--- config.mk ---
export PLATFORM = sky130hd
export DESIGN_NAME = load_store
export DESIGN_NICKNAME = d
export VERILOG_FILES = /design/src/rtl/ls_pkg.sv /design/src/rtl/fwd_if.sv /design/src/rtl/stage_reg.sv /design/src/rtl/fetch_stage.sv /design/src/rtl/decode_stage.sv /design/src/rtl/execute_stage.sv /design/src/rtl/mem_stage.sv /design/src/rtl/load_store.sv
export VERILOG_INCLUDE_DIRS = /design/src /design/src/include
export SDC_FILE = /design/constraint.sdc
export NUM_CORES = 2
export LEC_CHECK = 0
export BUFFER_PORTS_ARGS = -buffer_cell sky130_fd_sc_hd__buf_2
export CAP_MARGIN = 10
export CORE_UTILIZATION = 32
export CTS_CLUSTER_DIAMETER = 30
export DETAILED_ROUTE_END_ITERATION = 7
export PLACE_DENSITY = 0.5
export SLEW_MARGIN = 10
export SYNTH_ARGS = -nofsm -noshare
export SYNTH_HDL_FRONTEND = slang
export SYNTH_SLANG_ARGS = --single-unit
--- constraint.sdc ---
create_clock -name clock -period 6.22 [get_ports clock]
set_clock_uncertainty 0.2 [all_clocks]
set_input_delay 0.933 -clock clock [delete_from_list [all_inputs] [get_ports clock]]
set_output_delay 0.933 -clock clock [all_outputs]
set_load 0.005 [all_outputs]
--- src/include/ls_cfg.svh ---
// load-store core configuration: data width, register count, memory depth, reset pc
`ifndef LS_CFG_SVH
`define LS_CFG_SVH

// data path and instruction word width
`define LS_XLEN 16

// architectural registers, r0 reads as zero
`define LS_NREGS 16

// data memory depth in words
`define LS_DMEM_WORDS 64

// first fetch address after reset
`define LS_RESET_PC 0

`endif

--- src/rtl/ls_pkg.sv ---
// load-store core types: opcodes, decoded control and pipeline payloads
`include "ls_cfg.svh"

package ls_pkg;

    localparam int REG_AW = $clog2(`LS_NREGS);

    typedef logic [`LS_XLEN-1:0] word_t;
    typedef logic [REG_AW-1:0]   reg_idx_t;

    typedef enum logic [3:0] {
        OP_NOP  = 4'h0,
        OP_ADD  = 4'h1,
        OP_SUB  = 4'h2,
        OP_ADDI = 4'h3,
        OP_LW   = 4'h4,
        OP_SW   = 4'h5,
        OP_BEQ  = 4'h6,
        OP_JMP  = 4'h7,
        OP_IN   = 4'h8,
        OP_OUT  = 4'h9
    } opcode_t;

    // all zero is a bubble
    typedef struct packed {
        logic reg_write;
        logic mem_read;
        logic mem_write;
        logic alu_sub;
        logic alu_imm;
        logic is_branch;
        logic is_jump;
        logic is_in;
        logic is_out;
    } ctrl_t;

    typedef struct packed {
        word_t pc;
        word_t ir;
    } if_id_t;

    typedef struct packed {
        ctrl_t    ctrl;
        word_t    pc;
        word_t    a;
        word_t    b;
        word_t    imm;
        reg_idx_t rd;
        reg_idx_t rs1;
        reg_idx_t src2;
    } id_ex_t;

    typedef struct packed {
        ctrl_t    ctrl;
        word_t    alu;
        word_t    store_data;
        reg_idx_t rd;
    } ex_mem_t;

    typedef struct packed {
        logic     reg_write;
        reg_idx_t rd;
        word_t    result;
    } mem_wb_t;

endpackage

--- src/rtl/fwd_if.sv ---
// bypass bundle from the memory and writeback stages back to execute
`timescale 1ns/1ps
`include "ls_cfg.svh"

interface fwd_if;

    // ex/mem stage result
    logic [$clog2(`LS_NREGS)-1:0] mem_rd;
    logic                         mem_we;
    logic [`LS_XLEN-1:0]          mem_val;

    // writeback result
    logic [$clog2(`LS_NREGS)-1:0] wb_rd;
    logic                         wb_we;
    logic [`LS_XLEN-1:0]          wb_val;

    modport src (output mem_rd, mem_we, mem_val, wb_rd, wb_we, wb_val);
    modport sink (input mem_rd, mem_we, mem_val, wb_rd, wb_we, wb_val);

endinterface

--- src/rtl/stage_reg.sv ---
// pipeline register with hold and flush to bubble, generic over its payload
`timescale 1ns/1ps

module stage_reg
    import ls_pkg::*;
#(
    parameter type payload_t = if_id_t
) (
    input  logic     clock,
    input  logic     rst_n,
    input  logic     hold,
    input  logic     flush,
    input  payload_t d,
    output payload_t q
);

    // flush beats hold so a redirect can drop a stalled slot
    always_ff @(posedge clock or negedge rst_n) begin
        if (!rst_n) begin
            q <= '0;
        end else if (flush) begin
            q <= '0;
        end else if (!hold) begin
            q <= d;
        end
    end

endmodule

--- src/rtl/fetch_stage.sv ---
// fetch: program counter, instruction rom and next pc select
`timescale 1ns/1ps
`include "ls_cfg.svh"

module fetch_stage
    import ls_pkg::*;
(
    input  logic   clock,
    input  logic   rst_n,
    input  logic   stall,
    input  logic   redirect,
    input  word_t  target,
    output if_id_t fetch_out
);

    word_t pc;
    word_t rom_word;

    // ir layout is {rs2/imm, rs1, rd, op}
    function automatic word_t enc(opcode_t op, logic [3:0] rd, logic [3:0] rs1,
                                  logic [3:0] f);
        return {f, rs1, rd, op};
    endfunction

    always_comb begin
        case (pc)
            16'd0:   rom_word = enc(OP_ADDI, 4'd6, 4'd0, 4'd0);
            16'd1:   rom_word = enc(OP_IN,   4'd1, 4'd0, 4'd0);
            16'd2:   rom_word = enc(OP_BEQ,  4'd0, 4'd1, 4'd1);
            16'd3:   rom_word = enc(OP_ADDI, 4'd6, 4'd0, 4'd1);
            16'd4:   rom_word = enc(OP_ADD,  4'd2, 4'd1, 4'd1);
            16'd5:   rom_word = enc(OP_ADD,  4'd3, 4'd2, 4'd1);
            16'd6:   rom_word = enc(OP_ADDI, 4'd3, 4'd3, 4'hd);
            16'd7:   rom_word = enc(OP_SW,   4'd3, 4'd0, 4'd4);
            16'd8:   rom_word = enc(OP_LW,   4'd4, 4'd0, 4'd4);
            16'd9:   rom_word = enc(OP_ADD,  4'd5, 4'd4, 4'd6);
            16'd10:  rom_word = enc(OP_OUT,  4'd0, 4'd5, 4'd0);
            16'd11:  rom_word = enc(OP_JMP,  4'd0, 4'd0, 4'd0);
            // shadow of the jump, never retired
            16'd12:  rom_word = enc(OP_OUT,  4'd0, 4'd1, 4'd0);
            16'd13:  rom_word = enc(OP_OUT,  4'd0, 4'd0, 4'd0);
            default: rom_word = enc(OP_NOP,  4'd0, 4'd0, 4'd0);
        endcase
    end

    always_ff @(posedge clock or negedge rst_n) begin
        if (!rst_n) begin
            pc <= word_t'(`LS_RESET_PC);
        end else if (redirect) begin
            pc <= target;
        end else if (!stall) begin
            pc <= pc + word_t'(1);
        end
    end

    assign fetch_out = '{pc: pc, ir: rom_word};

endmodule

--- src/rtl/decode_stage.sv ---
// decode stage that decodes control, reads the register file and detects load-use stalls
`timescale 1ns/1ps
`include "ls_cfg.svh"

module decode_stage
    import ls_pkg::*;
(
    input  logic     clock,
    input  logic     rst_n,
    input  if_id_t   in_id,
    input  logic     ex_load,
    input  reg_idx_t ex_rd,
    input  mem_wb_t  wb,
    output id_ex_t   out_ex,
    output logic     stall
);

    word_t    regs [`LS_NREGS];
    opcode_t  op;
    ctrl_t    ctrl;
    reg_idx_t rd;
    reg_idx_t rs1;
    reg_idx_t src2;
    word_t    imm;
    logic     use_rs1;
    logic     use_src2;

    assign op  = opcode_t'(in_id.ir[3:0]);
    assign rd  = in_id.ir[7:4];
    assign rs1 = in_id.ir[11:8];

    // store and branch take their second operand from the rd field
    assign src2 = (op == OP_SW || op == OP_BEQ) ? in_id.ir[7:4] : in_id.ir[15:12];

    always_comb begin
        ctrl     = '0;
        use_rs1  = 1'b0;
        use_src2 = 1'b0;
        case (op)
            OP_ADD:  begin
                ctrl.reg_write = 1'b1;
                use_rs1        = 1'b1;
                use_src2       = 1'b1;
            end
            OP_SUB:  begin
                ctrl.reg_write = 1'b1;
                ctrl.alu_sub   = 1'b1;
                use_rs1        = 1'b1;
                use_src2       = 1'b1;
            end
            OP_ADDI: begin
                ctrl.reg_write = 1'b1;
                ctrl.alu_imm   = 1'b1;
                use_rs1        = 1'b1;
            end
            OP_LW:   begin
                ctrl.reg_write = 1'b1;
                ctrl.mem_read  = 1'b1;
                ctrl.alu_imm   = 1'b1;
                use_rs1        = 1'b1;
            end
            OP_SW:   begin
                ctrl.mem_write = 1'b1;
                ctrl.alu_imm   = 1'b1;
                use_rs1        = 1'b1;
                use_src2       = 1'b1;
            end
            OP_BEQ:  begin
                ctrl.is_branch = 1'b1;
                use_rs1        = 1'b1;
                use_src2       = 1'b1;
            end
            OP_JMP:  ctrl.is_jump = 1'b1;
            OP_IN:   begin
                ctrl.reg_write = 1'b1;
                ctrl.is_in     = 1'b1;
            end
            OP_OUT:  begin
                ctrl.is_out = 1'b1;
                use_rs1     = 1'b1;
            end
            default: ctrl = '0;
        endcase
    end

    // jump carries a 12-bit absolute target and the rest a signed 4-bit field
    assign imm = (op == OP_JMP) ? word_t'(in_id.ir[15:4])
                                : {{(`LS_XLEN-4){in_id.ir[15]}}, in_id.ir[15:12]};

    always_ff @(posedge clock or negedge rst_n) begin
        if (!rst_n) begin
            for (int i = 0; i < `LS_NREGS; i++) begin
                regs[i] <= '0;
            end
        end else if (wb.reg_write && wb.rd != '0) begin
            regs[wb.rd] <= wb.result;
        end
    end

    // same-cycle writeback is returned to the read
    function automatic word_t read_reg(reg_idx_t idx);
        if (idx == '0) begin
            return '0;
        end else if (wb.reg_write && wb.rd == idx) begin
            return wb.result;
        end
        return regs[idx];
    endfunction

    // lw or in one slot ahead has no value yet
    assign stall = ex_load && ex_rd != '0 &&
                   ((use_rs1 && rs1 == ex_rd) || (use_src2 && src2 == ex_rd));

    always_comb begin
        out_ex = '{ctrl: ctrl, pc: in_id.pc, a: read_reg(rs1), b: read_reg(src2),
                   imm: imm, rd: rd, rs1: rs1, src2: src2};
    end

endmodule

--- src/rtl/execute_stage.sv ---
// execute: operand bypass, alu, branch compare and pc redirect
`timescale 1ns/1ps

module execute_stage
    import ls_pkg::*;
(
    input  id_ex_t      in_ex,
    fwd_if.sink         fwd,
    output ex_mem_t     out_mem,
    output logic        redirect,
    output word_t       target
);

    word_t op_a;
    word_t op_b;
    word_t alu_b;
    word_t sum;
    word_t alu_out;

    // nearest producer wins, r0 is never bypassed
    always_comb begin
        if (fwd.mem_we && fwd.mem_rd != '0 && fwd.mem_rd == in_ex.rs1) begin
            op_a = fwd.mem_val;
        end else if (fwd.wb_we && fwd.wb_rd != '0 && fwd.wb_rd == in_ex.rs1) begin
            op_a = fwd.wb_val;
        end else begin
            op_a = in_ex.a;
        end
    end

    always_comb begin
        if (fwd.mem_we && fwd.mem_rd != '0 && fwd.mem_rd == in_ex.src2) begin
            op_b = fwd.mem_val;
        end else if (fwd.wb_we && fwd.wb_rd != '0 && fwd.wb_rd == in_ex.src2) begin
            op_b = fwd.wb_val;
        end else begin
            op_b = in_ex.b;
        end
    end

    assign alu_b = in_ex.ctrl.alu_imm ? in_ex.imm : op_b;
    assign sum   = in_ex.ctrl.alu_sub ? op_a - alu_b : op_a + alu_b;

    // out sends rs1 through untouched
    assign alu_out = in_ex.ctrl.is_out ? op_a : sum;

    assign redirect = in_ex.ctrl.is_jump || (in_ex.ctrl.is_branch && op_a == op_b);
    assign target   = in_ex.ctrl.is_jump ? in_ex.imm
                                         : in_ex.pc + word_t'(1) + in_ex.imm;

    assign out_mem = '{ctrl: in_ex.ctrl, alu: alu_out, store_data: op_b, rd: in_ex.rd};

endmodule

--- src/rtl/mem_stage.sv ---
// memory stage: data memory, input port sampling and output port register
`timescale 1ns/1ps
`include "ls_cfg.svh"

module mem_stage
    import ls_pkg::*;
(
    input  logic    clock,
    input  logic    rst_n,
    input  ex_mem_t in_mem,
    input  word_t   read_in,
    output mem_wb_t out_wb,
    output word_t   write_out,
    output logic    out_valid
);

    localparam int DMEM_AW = $clog2(`LS_DMEM_WORDS);

    word_t dmem [`LS_DMEM_WORDS];
    word_t rdata;
    word_t result;

    // word addressed, upper address bits ignored
    assign rdata = dmem[in_mem.alu[DMEM_AW-1:0]];

    always_ff @(posedge clock) begin
        if (in_mem.ctrl.mem_write) begin
            dmem[in_mem.alu[DMEM_AW-1:0]] <= in_mem.store_data;
        end
    end

    always_comb begin
        if (in_mem.ctrl.is_in) begin
            result = read_in;
        end else if (in_mem.ctrl.mem_read) begin
            result = rdata;
        end else begin
            result = in_mem.alu;
        end
    end

    assign out_wb = '{reg_write: in_mem.ctrl.reg_write, rd: in_mem.rd, result: result};

    // one-cycle strobe, write_out keeps the last value
    always_ff @(posedge clock or negedge rst_n) begin
        if (!rst_n) begin
            write_out <= '0;
            out_valid <= 1'b0;
        end else begin
            out_valid <= in_mem.ctrl.is_out;
            if (in_mem.ctrl.is_out) begin
                write_out <= in_mem.alu;
            end
        end
    end

endmodule

--- src/rtl/load_store.sv ---
// load_store: five-stage 16-bit core with input and output ports
`timescale 1ns/1ps

module load_store
    import ls_pkg::*;
(
    input  logic  clock,
    input  logic  rst_n,
    input  word_t read_in,
    output word_t write_out,
    output logic  out_valid
);

    if_id_t  if_id_d;
    if_id_t  if_id_q;
    id_ex_t  id_ex_d;
    id_ex_t  id_ex_q;
    ex_mem_t ex_mem_d;
    ex_mem_t ex_mem_q;
    mem_wb_t mem_wb_d;
    mem_wb_t mem_wb_q;
    mem_wb_t wb;
    logic    stall;
    logic    redirect;
    word_t   target;

    fwd_if fwd ();

    fetch_stage u_fetch (
        .clock     (clock),
        .rst_n     (rst_n),
        .stall     (stall),
        .redirect  (redirect),
        .target    (target),
        .fetch_out (if_id_d)
    );

    stage_reg #(.payload_t(if_id_t)) u_if_id (
        .clock (clock),
        .rst_n (rst_n),
        .hold  (stall),
        .flush (redirect),
        .d     (if_id_d),
        .q     (if_id_q)
    );

    // in also counts as a load, its value arrives in the memory stage
    decode_stage u_decode (
        .clock   (clock),
        .rst_n   (rst_n),
        .in_id   (if_id_q),
        .ex_load (id_ex_q.ctrl.mem_read | id_ex_q.ctrl.is_in),
        .ex_rd   (id_ex_q.rd),
        .wb      (wb),
        .out_ex  (id_ex_d),
        .stall   (stall)
    );

    // a stall leaves a bubble behind the held instruction
    stage_reg #(.payload_t(id_ex_t)) u_id_ex (
        .clock (clock),
        .rst_n (rst_n),
        .hold  (1'b0),
        .flush (stall | redirect),
        .d     (id_ex_d),
        .q     (id_ex_q)
    );

    execute_stage u_execute (
        .in_ex    (id_ex_q),
        .fwd      (fwd),
        .out_mem  (ex_mem_d),
        .redirect (redirect),
        .target   (target)
    );

    stage_reg #(.payload_t(ex_mem_t)) u_ex_mem (
        .clock (clock),
        .rst_n (rst_n),
        .hold  (1'b0),
        .flush (1'b0),
        .d     (ex_mem_d),
        .q     (ex_mem_q)
    );

    mem_stage u_mem (
        .clock     (clock),
        .rst_n     (rst_n),
        .in_mem    (ex_mem_q),
        .read_in   (read_in),
        .out_wb    (mem_wb_d),
        .write_out (write_out),
        .out_valid (out_valid)
    );

    stage_reg #(.payload_t(mem_wb_t)) u_mem_wb (
        .clock (clock),
        .rst_n (rst_n),
        .hold  (1'b0),
        .flush (1'b0),
        .d     (mem_wb_d),
        .q     (mem_wb_q)
    );

    // writeback, writes to r0 are dropped here
    assign wb = '{reg_write: mem_wb_q.reg_write && mem_wb_q.rd != '0,
                  rd: mem_wb_q.rd, result: mem_wb_q.result};

    assign fwd.mem_rd  = ex_mem_q.rd;
    assign fwd.mem_we  = ex_mem_q.ctrl.reg_write;
    assign fwd.mem_val = ex_mem_q.alu;
    assign fwd.wb_rd   = wb.rd;
    assign fwd.wb_we   = wb.reg_write;
    assign fwd.wb_val  = wb.result;

endmodule

# ---- Word level (Yosys, flattened, before mapping)
# Memory sizes are Yosys's and may differ from the RTL's.
# Index checks and enable logic that the tools add are counted.
dict set report op_classes {
  addsub 5
  order_cmp 4
  eq_ne 19
  mux 50
  bitwise_logic 5
  n_reduce_logical 28
}
# op n
set ops {}
lappend ops {{$mux W16} 25}
lappend ops {{$bwmux W256} 1}
lappend ops {{$bmux W16 S4} 2}
lappend ops {{$mux W85} 1}
lappend ops {{$demux W16 S4} 1}
lappend ops {{$mux W32} 2}
lappend ops {{$add A16 B1 Y16 const B} 2}
lappend ops {{$add A16 B16 Y16} 2}
lappend ops {{$eq A4 B4 Y1} 8}
lappend ops {{$mux W1} 17}
lappend ops {{$eq A16 B16 Y1} 1}
lappend ops {{$eq A4 B3 Y1 const B} 4}
lappend ops {{$sub A16 B16 Y16} 1}
lappend ops {{$ge A5 B5 Y1 const B} 3}
lappend ops {{$logic_and A1 B1 Y1} 15}
lappend ops {{$not A4 Y5} 3}
lappend ops {{$logic_not A12 Y1} 1}
lappend ops {{$reduce_bool A4 Y1} 3}
lappend ops {{$eq A4 B2 Y1 const B} 2}
lappend ops {{$eq A4 B4 Y1 const B} 2}
lappend ops {{$logic_not A4 Y1} 2}
lappend ops {{$reduce_or A7 Y1} 1}
lappend ops {{$lt A5 B1 Y1 const B} 1}
lappend ops {{$reduce_or A5 Y1} 1}
lappend ops {{other kinds (7)} 10}
dict set report totals {
  reg_bits 468
  ram_bits 1024
  mem_bits_ro 224
  input_bits 18
  out_inout_bits 17
  word_cells 161
  n_memories 2
}
# memory words word_bits read_ports rd_clocked_by_memory_dff write_ports line
set memory_table {}
lappend memory_table {u_mem.dmem 64 16 1 0 1 mem_stage.sv:19} ;# word_t dmem [`LS_DMEM_WORDS];
lappend memory_table {{(name not given)} 16 14 1 0 0 fetch_stage.sv:26} ;# case (pc)

# ---- Logic depth before layout (Yosys ltp)
dict set report logic_depth {
  depth_word 11
  mapped_depth 24
  depth_no_buf 22
}

# ---- Modules after synthesis
# A second synthesis with hierarchy kept.
dict set report hier_totals {
  hier_cells 4604
  area_unflattened_um2 68041.5
}
# mod instances cells_each area_per_inst_um2 seq_area_each_um2
set by_module_without_submodules {}
lappend by_module_without_submodules {mem_stage 1 2191 40598.9 31174.9}
lappend by_module_without_submodules {decode_stage 1 1137 14865.5 6406.1}
lappend by_module_without_submodules {execute_stage 1 530 3787.4 0.0}
lappend by_module_without_submodules {{stage_reg (u_id_ex)} 1 274 3482.1 2127.0}
lappend by_module_without_submodules {{stage_reg (u_ex_mem)} 1 145 1860.5 1126.1}
lappend by_module_without_submodules {{stage_reg (u_if_id)} 1 103 1323.8 800.8}
lappend by_module_without_submodules {fetch_stage 1 152 1238.7 400.4}
lappend by_module_without_submodules {{stage_reg (u_mem_wb)} 1 68 857.1 525.5}
lappend by_module_without_submodules {load_store 1 4 27.5 0.0}

# ---- Worst setup path before layout
# No wires, ideal clock.
dict set report synth_timing {
  kind {reg2reg}
  startpoint {register u_ex_mem.q[0] (netlist bit)}
  endpoint {register u_ex_mem.q[34] (netlist bit)}
  arrival_time_ns 4.835
  t_required_ns 5.924
  slack_ns 1.089
  stages_incl_launch_ff 24
  path_buffers 3
  period_less_slack_ns 5.131
  path_cell_list {dfrtp_1 > xor2_1 > or4_1 > or2_2 > clkbuf_1 > clkbuf_1 > clkbuf_1 > a21oi_1 > mux2i_1 > inv_1 > ha_1 > inv_1 > fa_1 > a21o_1 > a21oi_1 > o21bai_1 > a21oi_1 > o21bai_1 > a21oi_1 > nor2b_1 > o211ai_1 > a2111oi_0 > o21a_1 > o31ai_1}
}
# item line
set synth_rtl {}
lappend synth_rtl {{start: declaration} stage_reg.sv:14} ;# output payload_t q
lappend synth_rtl {{start signal: assignment} stage_reg.sv:20} ;# q <= '0;
lappend synth_rtl {{start signal: assignment} stage_reg.sv:22} ;# q <= '0;
lappend synth_rtl {{start signal: assignment} stage_reg.sv:24} ;# q <= d;

==> impl_metrics.py <==
metrics = {
    "placement": {
        "place_area_sq_um": 59500,
        "gp_congestion": 0.863,
        "pre_cts_slack_ns": 0.572,
        "dp_hpwl_um": 105000,
        "port_buffers": 34,
    },
    "synthesis": {
        "synthTopCellsByArea": "edfxtp_1 55%, dfrtp_1 15%, a22oi_1 4.4%",
        "synth_simple_gate_area_frac": 0.0693,
        "synth-seq-cells": 1353,
        "async_flop_share": 0.243,
        "synthMuxAreaShare": 0.0575,
        "synth_fp_nets": 3958,
        "synth-adder-area-share": 0.00901,
        "yosys.area.top_type_share": 0.551,
        "synth.yosys.seq_area_share": 0.698,
        "synth_xor_area_frac": 0.0118,
        "ys_warn_count": 0,
        "synth_top_family_by_area": "compound AO/OA/AOI/OAI gates",
        "yosys.area.top_type": "edfxtp_1",
        "yosysUniqueCellTypes": 85,
        "syn_area_sq_um": 55800,
        "synth-compound-area-share": 0.132,
        "syn_inst": 3901,
        "synth_edf_count": 1024,
        "synth_area_per_cell_sq_um": 14.3,
        "ys.flop_type": "edfxtp_1",
    },
    "pwr": {
        "power_switching_mw": 12.2,
        "power_frac_comb": 0.255,
        "power.total_mw": 38.2,
        "ir_drop_mv": 0.387,
        "switching_share": 0.321,
        "sequentialPowerShare": 0.324,
        "power_leakage_nw": 24.7,
        "clock_power_share": 0.421,
        "p_int_mw": 25.9,
        "p_per_area_nw_per_um2": 546,
    },
    "cts": {
        "clockRootBuffer": "clkbuf_16",
        "cts_max_level": 5,
        "cts_buffers": 314,
        "cts_sinks": 1353,
        "cts_tree": "built",
        "cts_resized": 0,
        "cts_setup_buffers": 0,
        "cts_buffer_depth": 4,
        "clock_latency_ns": 0.92,
        "hold_buffers": 1,
        "path_clk_slew_ns": 0.04,
    },
    "hold_path": {
        "min_to": "u_mem_wb.q[10]$_DFF_PN0_",
        "hold_path_class": "input pin to flip-flop",
        "min_path_cells": 3,
        "hold_start": "read_in[10]",
    },
    "timing": {
        "drv_slew": 0,
        "period_minus_slack_ns": 5.73,
        "clock.fmax_ghz": 0.174,
        "fin_ws_ns": 0.488,
        "rsz0062_at_grt": "false",
        "setup_viol": 0,
        "fin_tns_setup_ns": 0,
        "fin_crit_sh": 0.921,
        "tightest_slew_ns": 1.21,
        "relSlewSlack": 0.189,
        "finalHoldViolations": 0,
    },
    "global_routing": {
        "grtUsageTotal": 0.203,
        "grt_start_max_net_pins": 137,
        "overflow": 0,
        "grt_pass1_wl_um": 260000,
        "antenna_found_initial": 2,
        "grt_pass1_vias": 36400,
    },
    "drt": {
        "vias_per_cell": 5.49,
        "drc": 0,
        "routed_wl_um": 180000,
        "drt.antenna.violating_nets": 0,
        "avgRoutedWirePerCell_um": 26.9,
        "via_count": 36700,
        "initialDrtViolationCount": 3532,
        "first_pass_iters": 5,
    },
    "setup_path": {
        "cp_data_arrival_time_ns": 6.29,
        "crit_type": "flip-flop to flip-flop",
        "regToRegSetupSlack_ns": 0.49,
        "critPathRequiredTime_ns": 6.78,
        "rr_startpoint": "u_id_ex.q[0]$_DFF_PN0_",
        "cp_max_fo": 8,
        "r2r_cells": 21,
        "start_kind": "flip-flop",
        "reg2reg_to": "u_ex_mem.q[34]$_DFF_PN0_",
        "cp-end-kind": "flip-flop",
        "startpoint": "u_id_ex.q[0]$_DFF_PN0_",
    },
    "die": {
        "initial_utilization": 0.324,
        "dieHeight_um": 420,
        "die_w_um": 420,
        "die_area_sq_um": 176000,
        "core_sq_um": 172000,
        "io_pins": 35,
        "rows": 152,
    },
    "layout": {
        "multi_input_area_sq_um": 15800,
        "register_area_sq_um": 39000,
        "final_common_cell": "edfxtp_1",
        "fin_nets": 4191,
        "drive_gt1_frac": 0.219,
        "final_cell_mix": "1024 x edfxtp_1, 324 x a22oi_1, 317 x clkbuf_16",
        "area.growth.synth_to_final_pct": 25.2,
        "fillers": 15800,
        "final_cell_area_sq_um": 69900,
    },
    "run_status": {
        "status": "finished, final reports clean",
    },
    "flow_run": {
        "maxCapViolCount": 0,
    },
}
## cells by family (layout without fill, tap and decap cells)
kind of cell             after synthesis  count (layout)
AND/OR/NAND/NOR                      831             831
XOR/XNOR                              75              75
flip-flops                          1353            1353
buffers and inverters                328             792
multiplexers                         258             258
other                                  0               5
AO/OA/AOI/OAI                       1017            1017
adder cells (fa/ha/maj)               39              39
## sequential cells by signal, indices dropped and copies added (netlist names)
| name | flops |
|---|---|
| u_fetch.pc | 16 |
| u_decode.regs | 128 |
| u_mem_wb.q | 20 |
| u_mem.write_out | 16 |
| u_mem.dmem | 1024 |
| u_ex_mem.q | 40 |
| u_mem.out_valid | 1 |
| u_if_id.q | 30 |
| u_id_ex.q | 78 |
## Yosys cell counts, types with 32 or more instances
library cell,n
edfxtp_1,1024
dfrtp_1,329
a22oi_1,324
nand2_1,269
nor2_1,233
clkbuf_1,218
mux2_2,150
a21oi_1,142
o21ai_0,94
a221oi_1,91
a22o_1,87
nand3_1,77
a31oi_1,72
mux2i_1,72
nand4_1,68
buf_1,61
xnor2_1,45
ha_1,37
inv_1,34
mux4_2,33
nor3_1,33
and2_1,32
## how the worst max path moves through the flow
stage | to | slack (ns) | cells past startpoint
2_1_floorplan | u_ex_mem.q[34]$_DFF_PN0_ | 1.09 | 23
3_3_place_gp | u_ex_mem.q[35]$_DFF_PN0_ | 0.59 | 21
5_1_grt | u_ex_mem.q[35]$_DFF_PN0_ | 0.15 | 21
6_report | u_ex_mem.q[34]$_DFF_PN0_ | 0.49 | 21
4_1_cts | u_ex_mem.q[34]$_DFF_PN0_ | 0.54 | 21
3_5_place_dp | u_ex_mem.q[35]$_DFF_PN0_ | 0.57 | 19
## final cells by class
class                      instances  share of cell area
tap                             2310              0.0413
timing repair buffer             208              0.0240
antenna                            5            0.000179
multi-input combinational       2220               0.227
inverter                          37             0.00199
clock buffer                     375               0.119
clock inverter                   172              0.0294
sequential                      1353               0.558
## metrics by stage
stage	utilization	instances	hold WS, ns
3_5_place_dp	0.345	6127	0.166
3_3_place_gp	0.345	6127	0.169
2_1_floorplan	-	3901	0.131
5_1_grt	0.405	6675	0.0724
6_report	0.405	6680	0.0859
4_1_cts	0.405	6675	0.0223
## power groups by stage
stage	sequential (mW)	clock, mW	combinational [mW]
2_1_floorplan	12.2	0	6.20
3_5_place_dp	12.5	0	9.65
3_3_place_gp	12.5	0	9.61
6_report	12.3	16.1	9.73
4_1_cts	12.3	16.3	9.70
5_1_grt	12.5	16.7	10.5
## metal layers
| layer | part of all wire | routed length, um | global-route usage |
|---|---|---|---|
| met1 | 0.44 | 79800 | 0.284 |
| met2 | 0.46 | 82700 | 0.313 |
| met3 | 0.069 | 12300 | 0.0395 |
| met4 | 0.028 | 4950 | 0.0699 |
| met5 | 0 | 0 | 0 |
## critical path, stage by stage, from the launching register on
cell,delay [ns]
dfrtp_1,0.43
or4b_4,0.54
a2111oi_4,0.52
o21ai_0,0.20
and2_1,0.22
a21oi_1,0.26
mux2i_1,0.26
inv_1,0.16
ha_1,0.19
inv_1,0.07
fa_1,0.46
a21o_1,0.17
a21oi_1,0.23
o21bai_1,0.10
a21oi_1,0.24
o21bai_1,0.09
a21oi_1,0.23
nor2b_1,0.10
o211ai_1,0.30
a2111oi_0,0.20
o21a_1,0.20
o31ai_1,0.22
Note: power is estimated with default switching activity, not from simulation.
